--- config.mk ---
export PLATFORM = sky130hd
export DESIGN_NAME = rvPipeCore
export DESIGN_NICKNAME = d
export VERILOG_FILES = /design/src/rvPipePkg.sv /design/src/decodeStage.sv /design/src/executeStage.sv /design/src/fetchStage.sv /design/src/hazardUnit.sv /design/src/memWbStage.sv /design/src/regFile.sv /design/src/rvPipeCore.sv
export SDC_FILE = /design/constraint.sdc
export NUM_CORES = 2
export LEC_CHECK = 0
export ABC_AREA = 1
export BUFFER_PORTS_ARGS = -buffer_cell sky130_fd_sc_hd__clkbuf_2
export CORE_MARGIN = 2
export CORE_UTILIZATION = 30
export DETAILED_ROUTE_END_ITERATION = 12
export SLEW_MARGIN = 20
export SYNTH_ARGS = -nofsm -noshare
export SYNTH_HDL_FRONTEND = slang
export SYNTH_SLANG_ARGS = --single-unit
export TNS_END_PERCENT = 50
--- constraint.sdc ---
create_clock -name iCLK -period 39.5 [get_ports iCLK]
set_input_delay 1.975 -clock iCLK [delete_from_list [all_inputs] [get_ports iCLK]]
set_output_delay 1.975 -clock iCLK [all_outputs]
set_load 0.01 [all_outputs]
--- src/rvPipePkg.sv ---
package rvPipePkg;

	// *******************************************************************
	// Widths
	localparam int xlen = 32;                 // One word

	typedef logic [xlen-1:0] word_t;          // Data or address
	typedef logic [4:0]      regAddr_t;       // Register index
	typedef logic [31:0]     instr_t;         // Raw instruction word

	// *******************************************************************
	// Control encodings
	typedef enum logic [3:0] {
		aluAdd, aluSub, aluAnd, aluOr,
		aluXor, aluSlt, aluSll, aluSrl
	} aluOp_t;

	// Operand source, register file value unless a newer producer exists
	typedef enum logic [1:0] {fwdFromReg, fwdFromEx, fwdFromMem, fwdFromWb} fwdSel_t;

	typedef enum logic [1:0] {wbFromAlu, wbFromPc4, wbFromLoad} wbSel_t;

	typedef enum logic [1:0] {pcSeq, pcBranch, pcJal} pcSel_t;

	// Major opcodes
	localparam logic [6:0] opR      = 7'b0110011;
	localparam logic [6:0] opI      = 7'b0010011;
	localparam logic [6:0] opLoad   = 7'b0000011;
	localparam logic [6:0] opStore  = 7'b0100011;
	localparam logic [6:0] opBranch = 7'b1100011;
	localparam logic [6:0] opJal    = 7'b1101111;

	// *******************************************************************
	// Reset and bubble values
	localparam instr_t nopInstr = 32'h0000_0013;   // addi x0,x0,0
	localparam word_t  resetPc  = 32'h0000_0000;

endpackage

--- src/decodeStage.sv ---
`timescale 1ns/1ps

module decodeStage (
	input  logic                iCLK,
	input  logic                iRST,
	input  logic                stall,
	input  rvPipePkg::word_t    idPc,
	input  rvPipePkg::word_t    idPc4,
	input  rvPipePkg::instr_t   idInstr,
	input  rvPipePkg::word_t    rdata1,
	input  rvPipePkg::word_t    rdata2,
	input  rvPipePkg::fwdSel_t  fwdRs1,
	input  rvPipePkg::fwdSel_t  fwdRs2,
	input  rvPipePkg::word_t    exResult,
	input  rvPipePkg::word_t    memResult,
	input  rvPipePkg::word_t    wbResult,
	output rvPipePkg::regAddr_t rs1,
	output rvPipePkg::regAddr_t rs2,
	output logic                idIsBranch,     // To hazard unit
	output logic                taken,          // Branch taken or jal
	output rvPipePkg::pcSel_t   pcSel,
	output rvPipePkg::word_t    branchTarget,
	output rvPipePkg::word_t    jalTarget,
	output rvPipePkg::word_t    exPc4,
	output rvPipePkg::word_t    exRs1Val,
	output rvPipePkg::word_t    exRs2Val,
	output rvPipePkg::word_t    exImm,
	output rvPipePkg::regAddr_t exRs1,
	output rvPipePkg::regAddr_t exRs2,
	output rvPipePkg::regAddr_t exRd,
	output rvPipePkg::aluOp_t   exAluOp,
	output logic                exUseImm,
	output logic                exMemRead,
	output logic                exMemWrite,
	output logic                exRegWrite,
	output rvPipePkg::wbSel_t   exWbSel
);
	import rvPipePkg::*;

	logic [6:0] opcode;
	logic [2:0] funct3;
	regAddr_t   rd;
	word_t      immI;
	word_t      immS;
	word_t      immB;
	word_t      immJ;
	word_t      imm;
	aluOp_t     aluOp;
	wbSel_t     wbSel;
	logic       useImm;
	logic       memRead;
	logic       memWrite;
	logic       regWrite;
	logic       isJal;
	word_t      cmpA;
	word_t      cmpB;
	logic       branchTaken;

	// ********************************************************************
	// Fields and immediates
	assign opcode = idInstr[6:0];
	assign funct3 = idInstr[14:12];
	assign rd     = idInstr[11:7];
	assign rs1    = idInstr[19:15];
	assign rs2    = idInstr[24:20];

	assign immI = {{20{idInstr[31]}}, idInstr[31:20]};
	assign immS = {{20{idInstr[31]}}, idInstr[31:25], idInstr[11:7]};
	assign immB = {{19{idInstr[31]}}, idInstr[31], idInstr[7], idInstr[30:25],
		idInstr[11:8], 1'b0};
	assign immJ = {{11{idInstr[31]}}, idInstr[31], idInstr[19:12], idInstr[20],
		idInstr[30:21], 1'b0};

	assign branchTarget = idPc + immB;        // Target adders
	assign jalTarget    = idPc + immJ;

	// funct3 to ALU op, sub only for R-type
	function automatic aluOp_t aluFromFunct(logic [2:0] f3, logic isSub);
		case (f3)
			3'b000:  return isSub ? aluSub : aluAdd;
			3'b001:  return aluSll;
			3'b010:  return aluSlt;
			3'b100:  return aluXor;
			3'b101:  return aluSrl;
			3'b110:  return aluOr;
			3'b111:  return aluAnd;
			default: return aluAdd;           // sltu not supported
		endcase
	endfunction

	// Branch operand from the youngest producer
	function automatic word_t fwdValue(fwdSel_t sel, word_t regVal);
		case (sel)
			fwdFromEx:  return exResult;
			fwdFromMem: return memResult;
			fwdFromWb:  return wbResult;
			default:    return regVal;
		endcase
	endfunction

	// ********************************************************************
	// Control decoder
	always_comb
	begin
		aluOp      = aluAdd;
		wbSel      = wbFromAlu;
		imm        = immI;
		useImm     = 1'b0;
		memRead    = 1'b0;
		memWrite   = 1'b0;
		regWrite   = 1'b0;
		isJal      = 1'b0;
		idIsBranch = 1'b0;
		case (opcode)
			opR:
			begin
				regWrite = 1'b1;
				aluOp    = aluFromFunct(funct3, idInstr[30]);
			end
			opI:
			begin
				regWrite = 1'b1;
				useImm   = 1'b1;
				aluOp    = aluFromFunct(funct3, 1'b0);
			end
			opLoad:
			begin
				regWrite = 1'b1;
				useImm   = 1'b1;
				memRead  = 1'b1;
				wbSel    = wbFromLoad;
			end
			opStore:
			begin
				useImm   = 1'b1;
				memWrite = 1'b1;
				imm      = immS;
			end
			opBranch: idIsBranch = 1'b1;
			opJal:
			begin
				regWrite = 1'b1;
				isJal    = 1'b1;
				wbSel    = wbFromPc4;         // rd gets return address
			end
			default: ;                        // Unsupported ops act as nop
		endcase
	end

	// beq / bne compare on forwarded values
	always_comb
	begin
		cmpA        = fwdValue(fwdRs1, rdata1);
		cmpB        = fwdValue(fwdRs2, rdata2);
		branchTaken = idIsBranch && ((cmpA == cmpB) != funct3[0]);
		if (isJal)
			pcSel = pcJal;
		else if (branchTaken)
			pcSel = pcBranch;
		else
			pcSel = pcSeq;
	end

	assign taken = (pcSel != pcSeq);

	// ********************************************************************
	// ID/EX register
	always_ff @(posedge iCLK or posedge iRST)
	begin
		if (iRST)
		begin
			exMemRead  <= 1'b0;
			exMemWrite <= 1'b0;
			exRegWrite <= 1'b0;
		end
		else
		begin
			exMemRead  <= memRead && !stall;  // Bubble on stall
			exMemWrite <= memWrite && !stall;
			exRegWrite <= regWrite && !stall;
		end
	end

	always_ff @(posedge iCLK)
	begin
		exPc4    <= idPc4;
		exRs1Val <= rdata1;                   // Refreshed by EX forwarding
		exRs2Val <= rdata2;
		exImm    <= imm;
		exRs1    <= rs1;
		exRs2    <= rs2;
		exRd     <= rd;
		exAluOp  <= aluOp;
		exUseImm <= useImm;
		exWbSel  <= wbSel;
	end

endmodule

--- src/executeStage.sv ---
`timescale 1ns/1ps

module executeStage (
	input  logic                iCLK,
	input  logic                iRST,
	input  rvPipePkg::word_t    exPc4,
	input  rvPipePkg::word_t    exRs1Val,
	input  rvPipePkg::word_t    exRs2Val,
	input  rvPipePkg::word_t    exImm,
	input  rvPipePkg::regAddr_t exRd,
	input  rvPipePkg::aluOp_t   exAluOp,
	input  logic                exUseImm,
	input  logic                exMemRead,
	input  logic                exMemWrite,
	input  logic                exRegWrite,
	input  rvPipePkg::wbSel_t   exWbSel,
	input  rvPipePkg::fwdSel_t  fwdA,
	input  rvPipePkg::fwdSel_t  fwdB,
	input  rvPipePkg::word_t    memResult,
	input  rvPipePkg::word_t    wbResult,
	output rvPipePkg::word_t    exResult,       // Forwarded to decode
	output rvPipePkg::word_t    memAluResult,
	output rvPipePkg::word_t    memStoreData,
	output rvPipePkg::regAddr_t memRd,
	output logic                memMemRead,
	output logic                memMemWrite,
	output logic                memRegWrite,
	output rvPipePkg::wbSel_t   memWbSel,
	output rvPipePkg::word_t    memPc4
);
	import rvPipePkg::*;

	word_t opA;
	word_t rs2Fwd;
	word_t opB;
	word_t aluOut;

	function automatic word_t fwdValue(fwdSel_t sel, word_t regVal);
		case (sel)
			fwdFromMem: return memResult;
			fwdFromWb:  return wbResult;
			default:    return regVal;
		endcase
	endfunction

	// Operand muxes
	always_comb
	begin
		opA    = fwdValue(fwdA, exRs1Val);
		rs2Fwd = fwdValue(fwdB, exRs2Val);   // Also the store data
		opB    = exUseImm ? exImm : rs2Fwd;
	end

	// ********************************************************************
	// ALU
	always_comb
	begin
		case (exAluOp)
			aluAdd:  aluOut = opA + opB;
			aluSub:  aluOut = opA - opB;
			aluAnd:  aluOut = opA & opB;
			aluOr:   aluOut = opA | opB;
			aluXor:  aluOut = opA ^ opB;
			aluSlt:  aluOut = word_t'($signed(opA) < $signed(opB));
			aluSll:  aluOut = opA << opB[4:0];
			aluSrl:  aluOut = opA >> opB[4:0];
			default: aluOut = '0;
		endcase
	end

	// jal writes PC+4 so forwarding sees the real rd value
	assign exResult = (exWbSel == wbFromPc4) ? exPc4 : aluOut;

	// EX/MEM register
	always_ff @(posedge iCLK or posedge iRST)
	begin
		if (iRST)
		begin
			memMemRead  <= 1'b0;
			memMemWrite <= 1'b0;
			memRegWrite <= 1'b0;
		end
		else
		begin
			memMemRead  <= exMemRead;
			memMemWrite <= exMemWrite;
			memRegWrite <= exRegWrite;
		end
	end

	always_ff @(posedge iCLK)
	begin
		memAluResult <= exResult;
		memStoreData <= rs2Fwd;
		memRd        <= exRd;
		memWbSel     <= exWbSel;
		memPc4       <= exPc4;
	end

endmodule

--- src/fetchStage.sv ---
`timescale 1ns/1ps

module fetchStage (
	input  logic              iCLK,
	input  logic              iRST,
	input  logic              stall,          // Hold PC and IF/ID
	input  logic              flush,          // Squash the fetched instruction
	input  rvPipePkg::pcSel_t pcSel,
	input  rvPipePkg::word_t  branchTarget,
	input  rvPipePkg::word_t  jalTarget,
	input  rvPipePkg::instr_t iData,
	output rvPipePkg::word_t  iAddr,
	output rvPipePkg::word_t  idPc,
	output rvPipePkg::word_t  idPc4,
	output rvPipePkg::instr_t idInstr
);
	import rvPipePkg::*;

	word_t pc;
	word_t pc4;
	word_t nextPc;

	assign pc4   = pc + 32'd4;
	assign iAddr = pc;                        // Zero-wait fetch

	// Next PC, decode resolves redirects
	always_comb
	begin
		case (pcSel)
			pcBranch: nextPc = branchTarget;
			pcJal:    nextPc = jalTarget;
			default:  nextPc = pc4;
		endcase
	end

	always_ff @(posedge iCLK or posedge iRST)
	begin
		if (iRST)
		begin
			pc      <= resetPc;
			idInstr <= nopInstr;              // IF/ID starts as a bubble
		end
		else
		begin
			if (!stall)
				pc <= nextPc;
			if (flush)
				idInstr <= nopInstr;          // Instruction behind a taken jump
			else if (!stall)
				idInstr <= iData;
		end
	end

	// PC copies travel with the instruction
	always_ff @(posedge iCLK)
	begin
		if (!stall)
		begin
			idPc  <= pc;
			idPc4 <= pc4;
		end
	end

endmodule

--- src/hazardUnit.sv ---
`timescale 1ns/1ps

module hazardUnit (
	input  logic                idIsBranch,
	input  logic                taken,
	input  rvPipePkg::regAddr_t idRs1,
	input  rvPipePkg::regAddr_t idRs2,
	input  rvPipePkg::regAddr_t exRs1,
	input  rvPipePkg::regAddr_t exRs2,
	input  rvPipePkg::regAddr_t exRd,
	input  rvPipePkg::regAddr_t memRd,
	input  rvPipePkg::regAddr_t wbRd,
	input  logic                exRegWrite,
	input  logic                exMemRead,
	input  logic                memRegWrite,
	input  logic                memMemRead,
	input  logic                wbRegWrite,
	output logic                stall,
	output logic                flush,
	output rvPipePkg::fwdSel_t  fwdRs1,         // Decode operands
	output rvPipePkg::fwdSel_t  fwdRs2,
	output rvPipePkg::fwdSel_t  fwdA,           // Execute operands
	output rvPipePkg::fwdSel_t  fwdB
);
	import rvPipePkg::*;

	logic loadUseEx;
	logic loadUseMem;

	// Youngest producer of r, loads only forward from WB
	function automatic fwdSel_t pickSrc(regAddr_t r, logic fromEx);
		if (r == '0)
			return fwdFromReg;                // x0 never forwarded
		if (fromEx && exRegWrite && !exMemRead && exRd == r)
			return fwdFromEx;
		if (memRegWrite && !memMemRead && memRd == r)
			return fwdFromMem;
		if (wbRegWrite && wbRd == r)
			return fwdFromWb;
		return fwdFromReg;
	endfunction

	always_comb
	begin
		fwdRs1 = pickSrc(idRs1, 1'b1);
		fwdRs2 = pickSrc(idRs2, 1'b1);
		fwdA   = pickSrc(exRs1, 1'b0);       // Own stage never feeds itself
		fwdB   = pickSrc(exRs2, 1'b0);
	end

	// ********************************************************************
	// Load-use detection
	assign loadUseEx  = exMemRead && exRd != '0 && (exRd == idRs1 || exRd == idRs2);
	assign loadUseMem = memMemRead && memRd != '0 && (memRd == idRs1 || memRd == idRs2);

	// Branches compare in ID so they also wait on a load in MEM
	assign stall = loadUseEx || (idIsBranch && loadUseMem);
	assign flush = taken && !stall;

endmodule

--- src/memWbStage.sv ---
`timescale 1ns/1ps

module memWbStage (
	input  logic                iCLK,
	input  logic                iRST,
	input  rvPipePkg::word_t    memAluResult,
	input  rvPipePkg::word_t    memStoreData,
	input  rvPipePkg::regAddr_t memRd,
	input  logic                memMemRead,
	input  logic                memMemWrite,
	input  logic                memRegWrite,
	input  rvPipePkg::wbSel_t   memWbSel,
	input  rvPipePkg::word_t    memPc4,
	input  rvPipePkg::word_t    dRdata,         // Same-cycle read data
	output logic                dRead,
	output logic                dWrite,
	output rvPipePkg::word_t    dAddr,
	output rvPipePkg::word_t    dWdata,
	output rvPipePkg::regAddr_t wbRd,
	output logic                wbRegWrite,
	output rvPipePkg::word_t    wbResult
);
	import rvPipePkg::*;

	word_t  wbAluData;
	word_t  wbLoadData;
	word_t  wbPc4;
	wbSel_t wbSel;

	// Data bus, word accesses only
	assign dRead  = memMemRead;
	assign dWrite = memMemWrite;
	assign dAddr  = memAluResult;
	assign dWdata = memStoreData;

	// MEM/WB register
	always_ff @(posedge iCLK or posedge iRST)
	begin
		if (iRST)
			wbRegWrite <= 1'b0;
		else
			wbRegWrite <= memRegWrite;
	end

	always_ff @(posedge iCLK)
	begin
		wbRd       <= memRd;
		wbAluData  <= memAluResult;
		wbLoadData <= dRdata;
		wbPc4      <= memPc4;
		wbSel      <= memWbSel;
	end

	// Writeback source
	always_comb
	begin
		case (wbSel)
			wbFromPc4:  wbResult = wbPc4;
			wbFromLoad: wbResult = wbLoadData;
			default:    wbResult = wbAluData;
		endcase
	end

endmodule

--- src/regFile.sv ---
`timescale 1ns/1ps

module regFile (
	input  logic                iCLK,
	input  logic                iRST,
	input  rvPipePkg::regAddr_t rs1,
	input  rvPipePkg::regAddr_t rs2,
	input  rvPipePkg::regAddr_t rd,
	input  rvPipePkg::word_t    wdata,
	input  logic                we,
	output rvPipePkg::word_t    rdata1,
	output rvPipePkg::word_t    rdata2
);
	import rvPipePkg::*;

	word_t regs [1:31];                       // x0 has no storage

	// Read port with write-before-read bypass
	function automatic word_t readReg(regAddr_t addr);
		if (addr == '0)
			return '0;
		else if (we && addr == rd)
			return wdata;                     // Same-cycle write wins
		else
			return regs[addr];
	endfunction

	always_ff @(posedge iCLK or posedge iRST)
	begin
		if (iRST)
		begin
			for (int i = 1; i < 32; i++)
				regs[i] <= '0;
		end
		else if (we && rd != '0)
			regs[rd] <= wdata;                // Writes to x0 dropped
	end

	always_comb
	begin
		rdata1 = readReg(rs1);
		rdata2 = readReg(rs2);
	end

endmodule

--- src/rvPipeCore.sv ---
`timescale 1ns/1ps

module rvPipeCore (
	input  logic              iCLK,
	input  logic              iRST,
	output rvPipePkg::word_t  iAddr,            // Instruction bus
	input  rvPipePkg::instr_t iData,
	output logic              dRead,            // Data bus
	output logic              dWrite,
	output rvPipePkg::word_t  dAddr,
	output rvPipePkg::word_t  dWdata,
	input  rvPipePkg::word_t  dRdata
);
	import rvPipePkg::*;

	// ********************************************************************
	// Stage to stage wires
	logic     stall, flush, taken, idIsBranch;
	pcSel_t   pcSel;
	word_t    branchTarget, jalTarget, idPc, idPc4, rdata1, rdata2;
	instr_t   idInstr;
	regAddr_t idRs1, idRs2, exRs1, exRs2, exRd, memRd, wbRd;
	fwdSel_t  fwdRs1, fwdRs2, fwdA, fwdB;
	word_t    exPc4, exRs1Val, exRs2Val, exImm, exResult;
	aluOp_t   exAluOp;
	logic     exUseImm, exMemRead, exMemWrite, exRegWrite;
	wbSel_t   exWbSel, memWbSel;
	word_t    memAluResult, memStoreData, memPc4, wbResult;
	logic     memMemRead, memMemWrite, memRegWrite, wbRegWrite;

	fetchStage uFetch (.iCLK, .iRST, .stall, .flush, .pcSel, .branchTarget, .jalTarget,
		.iData, .iAddr, .idPc, .idPc4, .idInstr);

	regFile uRegs (.iCLK, .iRST, .rs1(idRs1), .rs2(idRs2), .rd(wbRd), .wdata(wbResult),
		.we(wbRegWrite), .rdata1, .rdata2);

	decodeStage uDecode (.iCLK, .iRST, .stall, .idPc, .idPc4, .idInstr, .rdata1, .rdata2,
		.fwdRs1, .fwdRs2, .exResult, .memResult(memAluResult), .wbResult,
		.rs1(idRs1), .rs2(idRs2), .idIsBranch, .taken, .pcSel, .branchTarget, .jalTarget,
		.exPc4, .exRs1Val, .exRs2Val, .exImm, .exRs1, .exRs2, .exRd, .exAluOp, .exUseImm,
		.exMemRead, .exMemWrite, .exRegWrite, .exWbSel);

	hazardUnit uHazard (.idIsBranch, .taken, .idRs1, .idRs2, .exRs1, .exRs2, .exRd,
		.memRd, .wbRd, .exRegWrite, .exMemRead, .memRegWrite, .memMemRead, .wbRegWrite,
		.stall, .flush, .fwdRs1, .fwdRs2, .fwdA, .fwdB);

	executeStage uExecute (.iCLK, .iRST, .exPc4, .exRs1Val, .exRs2Val, .exImm, .exRd,
		.exAluOp, .exUseImm, .exMemRead, .exMemWrite, .exRegWrite, .exWbSel, .fwdA, .fwdB,
		.memResult(memAluResult), .wbResult, .exResult, .memAluResult, .memStoreData,
		.memRd, .memMemRead, .memMemWrite, .memRegWrite, .memWbSel, .memPc4);

	// Drives the data bus and the register file write port
	memWbStage uMemWb (.iCLK, .iRST, .memAluResult, .memStoreData, .memRd, .memMemRead,
		.memMemWrite, .memRegWrite, .memWbSel, .memPc4, .dRdata, .dRead, .dWrite, .dAddr,
		.dWdata, .wbRd, .wbRegWrite, .wbResult);

endmodule

==> flow_summary_export.csv <==
group,metric,value,unit
status,outcome,"finished clean",
timing,finalSetupViolations,0,
global_routing,grtUsageTotal,25.7,%
routing,vias_per_cell,5.71,
critical_path,cp_slowest_cell,"nand2_4",
timing,tightest_slew,1.25,ns
critical_path,path_common_cell,"nand2_1",
synthesis,synth-xor-area-share,0.793,%
placed_design,globalplace.congestion,1.03,
global_routing,grt.overflow.total,0,
global_routing,grt_pass1_vias,75900,
synthesis,postSynth.asyncResetShare,72.8,%
timing,relSlewSlack,16.7,%
cts,cts-buffers-inserted,166,
cts,cts.sinks,1460,
cts,tritoncts,"built",
finish,nets,10800,
critical_path,endpoint_kind,"flip-flop",
synthesis,synthCells,10900,
cts,postCtsHoldBufs,0,
finish,regMostFlops,"uRegs.regs",
cts,clockBufferDepth,3,
finish,largest_reg_flops,992,
power,powerDensity,50.3,nW/um^2
timing,rsz0062_at_grt,"no",
floorplan,core-area,271000,um^2
routing,wl,367000,um
routing,post-route-drc-count,0,
finish,final_cell_area,91300,um^2
critical_path,crit_type,"reg -> reg",
routing,first_pass_iters,7,
placed_design,post_dp_cell_area,85700,um^2
timing,fmax,0.0994,GHz
synthesis,synth_fa_ha_area_share,2.22,%
synthesis,yosysTopAreaCellShare,32.5,%
critical_path,crit_path_max_fanout,53,
finish,multi_input_area,39100,um^2
routing,routedWlPerCell,25.6,um
synthesis,syn_avg_cell_area,7.47,um^2
floorplan,io_pins,164,
placed_design,dpl.cell_count,14000,
timing,hold_viol,0,
cts,cts_setup_buffers,0,
placed_design,hpwl,232000,um
global_routing,grt_max_degree,153,
floorplan,initial_core_util,30.2,%
floorplan,fp.dieH,526,um
timing,layout_min_cycle_time,10.06,ns
synthesis,synth_compound_area_share,24.7,%
finish,final_util,33.7,%
routing,drt_iter0_markers,11000,
placed_design,numPortBuffers,163,
floorplan,placementRows,191,
power,leakagePower,39.0,nW
routing,final_antenna_net_count,0,
critical_path,worstPathRequired,40.27,ns
global_routing,grt_pass1_wl,532000,um
synthesis,yosysTopAreaCell,"dfrtp_1",
synthesis,synth_warnings,0,
cts,clk_latency,0.86,ns
synthesis,ys_seq_area_share,43.0,%
synthesis,synth-edff-count,62,
cts,cts-root-buf,"clkbuf_16",
flow_run,cap_violations,0,
timing,fin_skew,0.0435,ns
routing,via_count,81900,
finish,final-seq-area,35200,um^2
power,ir_drop,50.0,uV
cts,htreeDepth,4,
cts,path_clk_slew,0.06,ns
critical_path,crit_arrival,10.83,ns
floorplan,die_w,526,um
synthesis,synth_common_cells,"2016 x nand2_1, 1653 x o21ai_0, 1106 x inv_1",
floorplan,dieArea,277000,um^2
finish,drive_gt1_share,8.32,%
synthesis,yosys-mux-area-fraction,0,%
timing,tns,0,ns
synthesis,synthSimpleGateAreaFrac,19.7,%
critical_path,critPathLaunchType,"flip-flop",
timing,fin_crit_sh,25.5,%
min_path,hold_path.class,"reg -> reg",
global_routing,antenna_found_initial,11,
critical_path,slowest_delay,0.86,ns
synthesis,synth.area.top_cells,"dfrtp_1 32%, o21ai_0 10%, nand2_1 9.3%, dfxtp_1 8.2%, a21oi_1 5.7%",
finish,fin_cells,14300,
synthesis,synth_fp_nets,11200,
synthesis,yosysMostFrequentCell,"nand2_1",
finish,fillCellCount,28700,
finish,syn_to_final_growth,11.8,%
synthesis,netlist_area,81700,um^2
cts,cts_resized,0,
synthesis,yosysUniqueCellTypes,72,
synthesis,synth_top_family_by_area,"compound AO/OA/AOI/OAI gates",
synthesis,ys_ff_latch,1460,
synthesis,synth_ff_type,"dfrtp_1",
timing,slew_viol_final,0,
-- layout by cell type (no fill, tap or decap), types with 39 or more instances in the layout --
| cell type | n |
|---|---|
| clkbuf_8 | 39 |
| nor3_1 | 57 |
| nor2_2 | 44 |
| nor2_1 | 440 |
| clkbuf_1 | 49 |
| buf_4 | 200 |
| o21ai_0 | 1652 |
| clkbuf_16 | 168 |
| o221ai_1 | 399 |
| clkbuf_2 | 163 |
| dfrtp_1 | 1050 |
| or2_2 | 91 |
| a21oi_1 | 924 |
| xor2_1 | 48 |
| edfxtp_1 | 62 |
| dfxtp_1 | 335 |
| o22ai_1 | 193 |
| nand2_1 | 1995 |
| nand3b_1 | 54 |
| nand3_1 | 903 |
| ha_1 | 140 |
| o211ai_1 | 91 |
| inv_1 | 1097 |
-- path summary, 6_finish.rpt --
check | from | to | slack (ns) | cells past startpoint
min in group asynchronous | iRST | uRegs.regs[895]$_DFFE_PP0P_ | 1.35 | 2
setup reg to reg | uMemWb.wbRd[2]$_DFF_P_ | uFetch.iAddr[1]$_DFFE_PP0P_ | 29.44 | 42
max in group asynchronous | iRST | uRegs.regs[464]$_DFFE_PP0P_ | 35.18 | 5
setup / recovery | uMemWb.wbRd[2]$_DFF_P_ | uFetch.iAddr[1]$_DFFE_PP0P_ | 29.44 | 42
hold / removal | uExecute.memPc4[3]$_DFF_P_ | uMemWb.wbPc4[3]$_DFF_P_ | 0.31 | 0
hold reg to reg | uExecute.memPc4[3]$_DFF_P_ | uMemWb.wbPc4[3]$_DFF_P_ | 0.31 | 0
-- worst max-delay path, delay by kind of cell (launching register included) --
family | cells | cell delay, ns
AO/OA/AOI/OAI | 3 | 0.85
flip-flops | 1 | 0.73
AND/OR/NAND/NOR | 33 | 6.26
adder cells (fa/ha/maj) | 1 | 0.54
buffers and inverters | 5 | 1.50
-- per-stage QoR --
step	power [W]	hold WS [ns]	worst slack, ns
floorplan	0.00246	0.310	7.61
global placement	0.00297	0.310	29.75
detailed placement	0.00297	0.312	29.78
CTS	0.00457	0.321	29.73
global route	0.00476	0.328	28.86
finish	0.00459	0.311	29.44
-- final cells by class --
cell class / instances / share of cell area, %
Antenna cell: 9 / 0.0247
Timing Repair Buffer: 373 / 2.76
Clock inverter: 55 / 0.788
Multi-Input combinational cell: 7454 / 42.8
Inverter: 1164 / 4.84
Sequential cell: 1460 / 38.5
Clock buffer: 256 / 5.39
Tap cell: 3570 / 4.89
-- kinds of logic (layout without fill, tap and decap cells) --
logic type               count (synthesis)  after routing
XOR/XNOR                                74             74
AND/OR/NAND/NOR                       3729           3729
other                                    0              9
buffers and inverters                 2029           1848
flip-flops                            1460           1460
AO/OA/AOI/OAI                         3508           3508
adder cells (fa/ha/maj)                143            143
-- routing by layer --
| layer | part of all wire, % | track usage, % |
|---|---|---|
| met3 | 11 | 5.84 |
| met5 | 0.018 | 0 |
| met4 | 6.1 | 14.2 |
| met2 | 43 | 38.2 |
| met1 | 41 | 34.3 |
-- report_power, final --
group | leakage (nW) | switching [W] | internal, W
registers | 18.1 | 0.000143 | 0.00167
logic | 18.1 | 0.000866 | 0.000299
clock network | 2.78 | 0.000676 | 0.000936
total | 39.0 | 0.00169 | 0.00291
No activity file was read; power rests on OpenSTA's default activity.
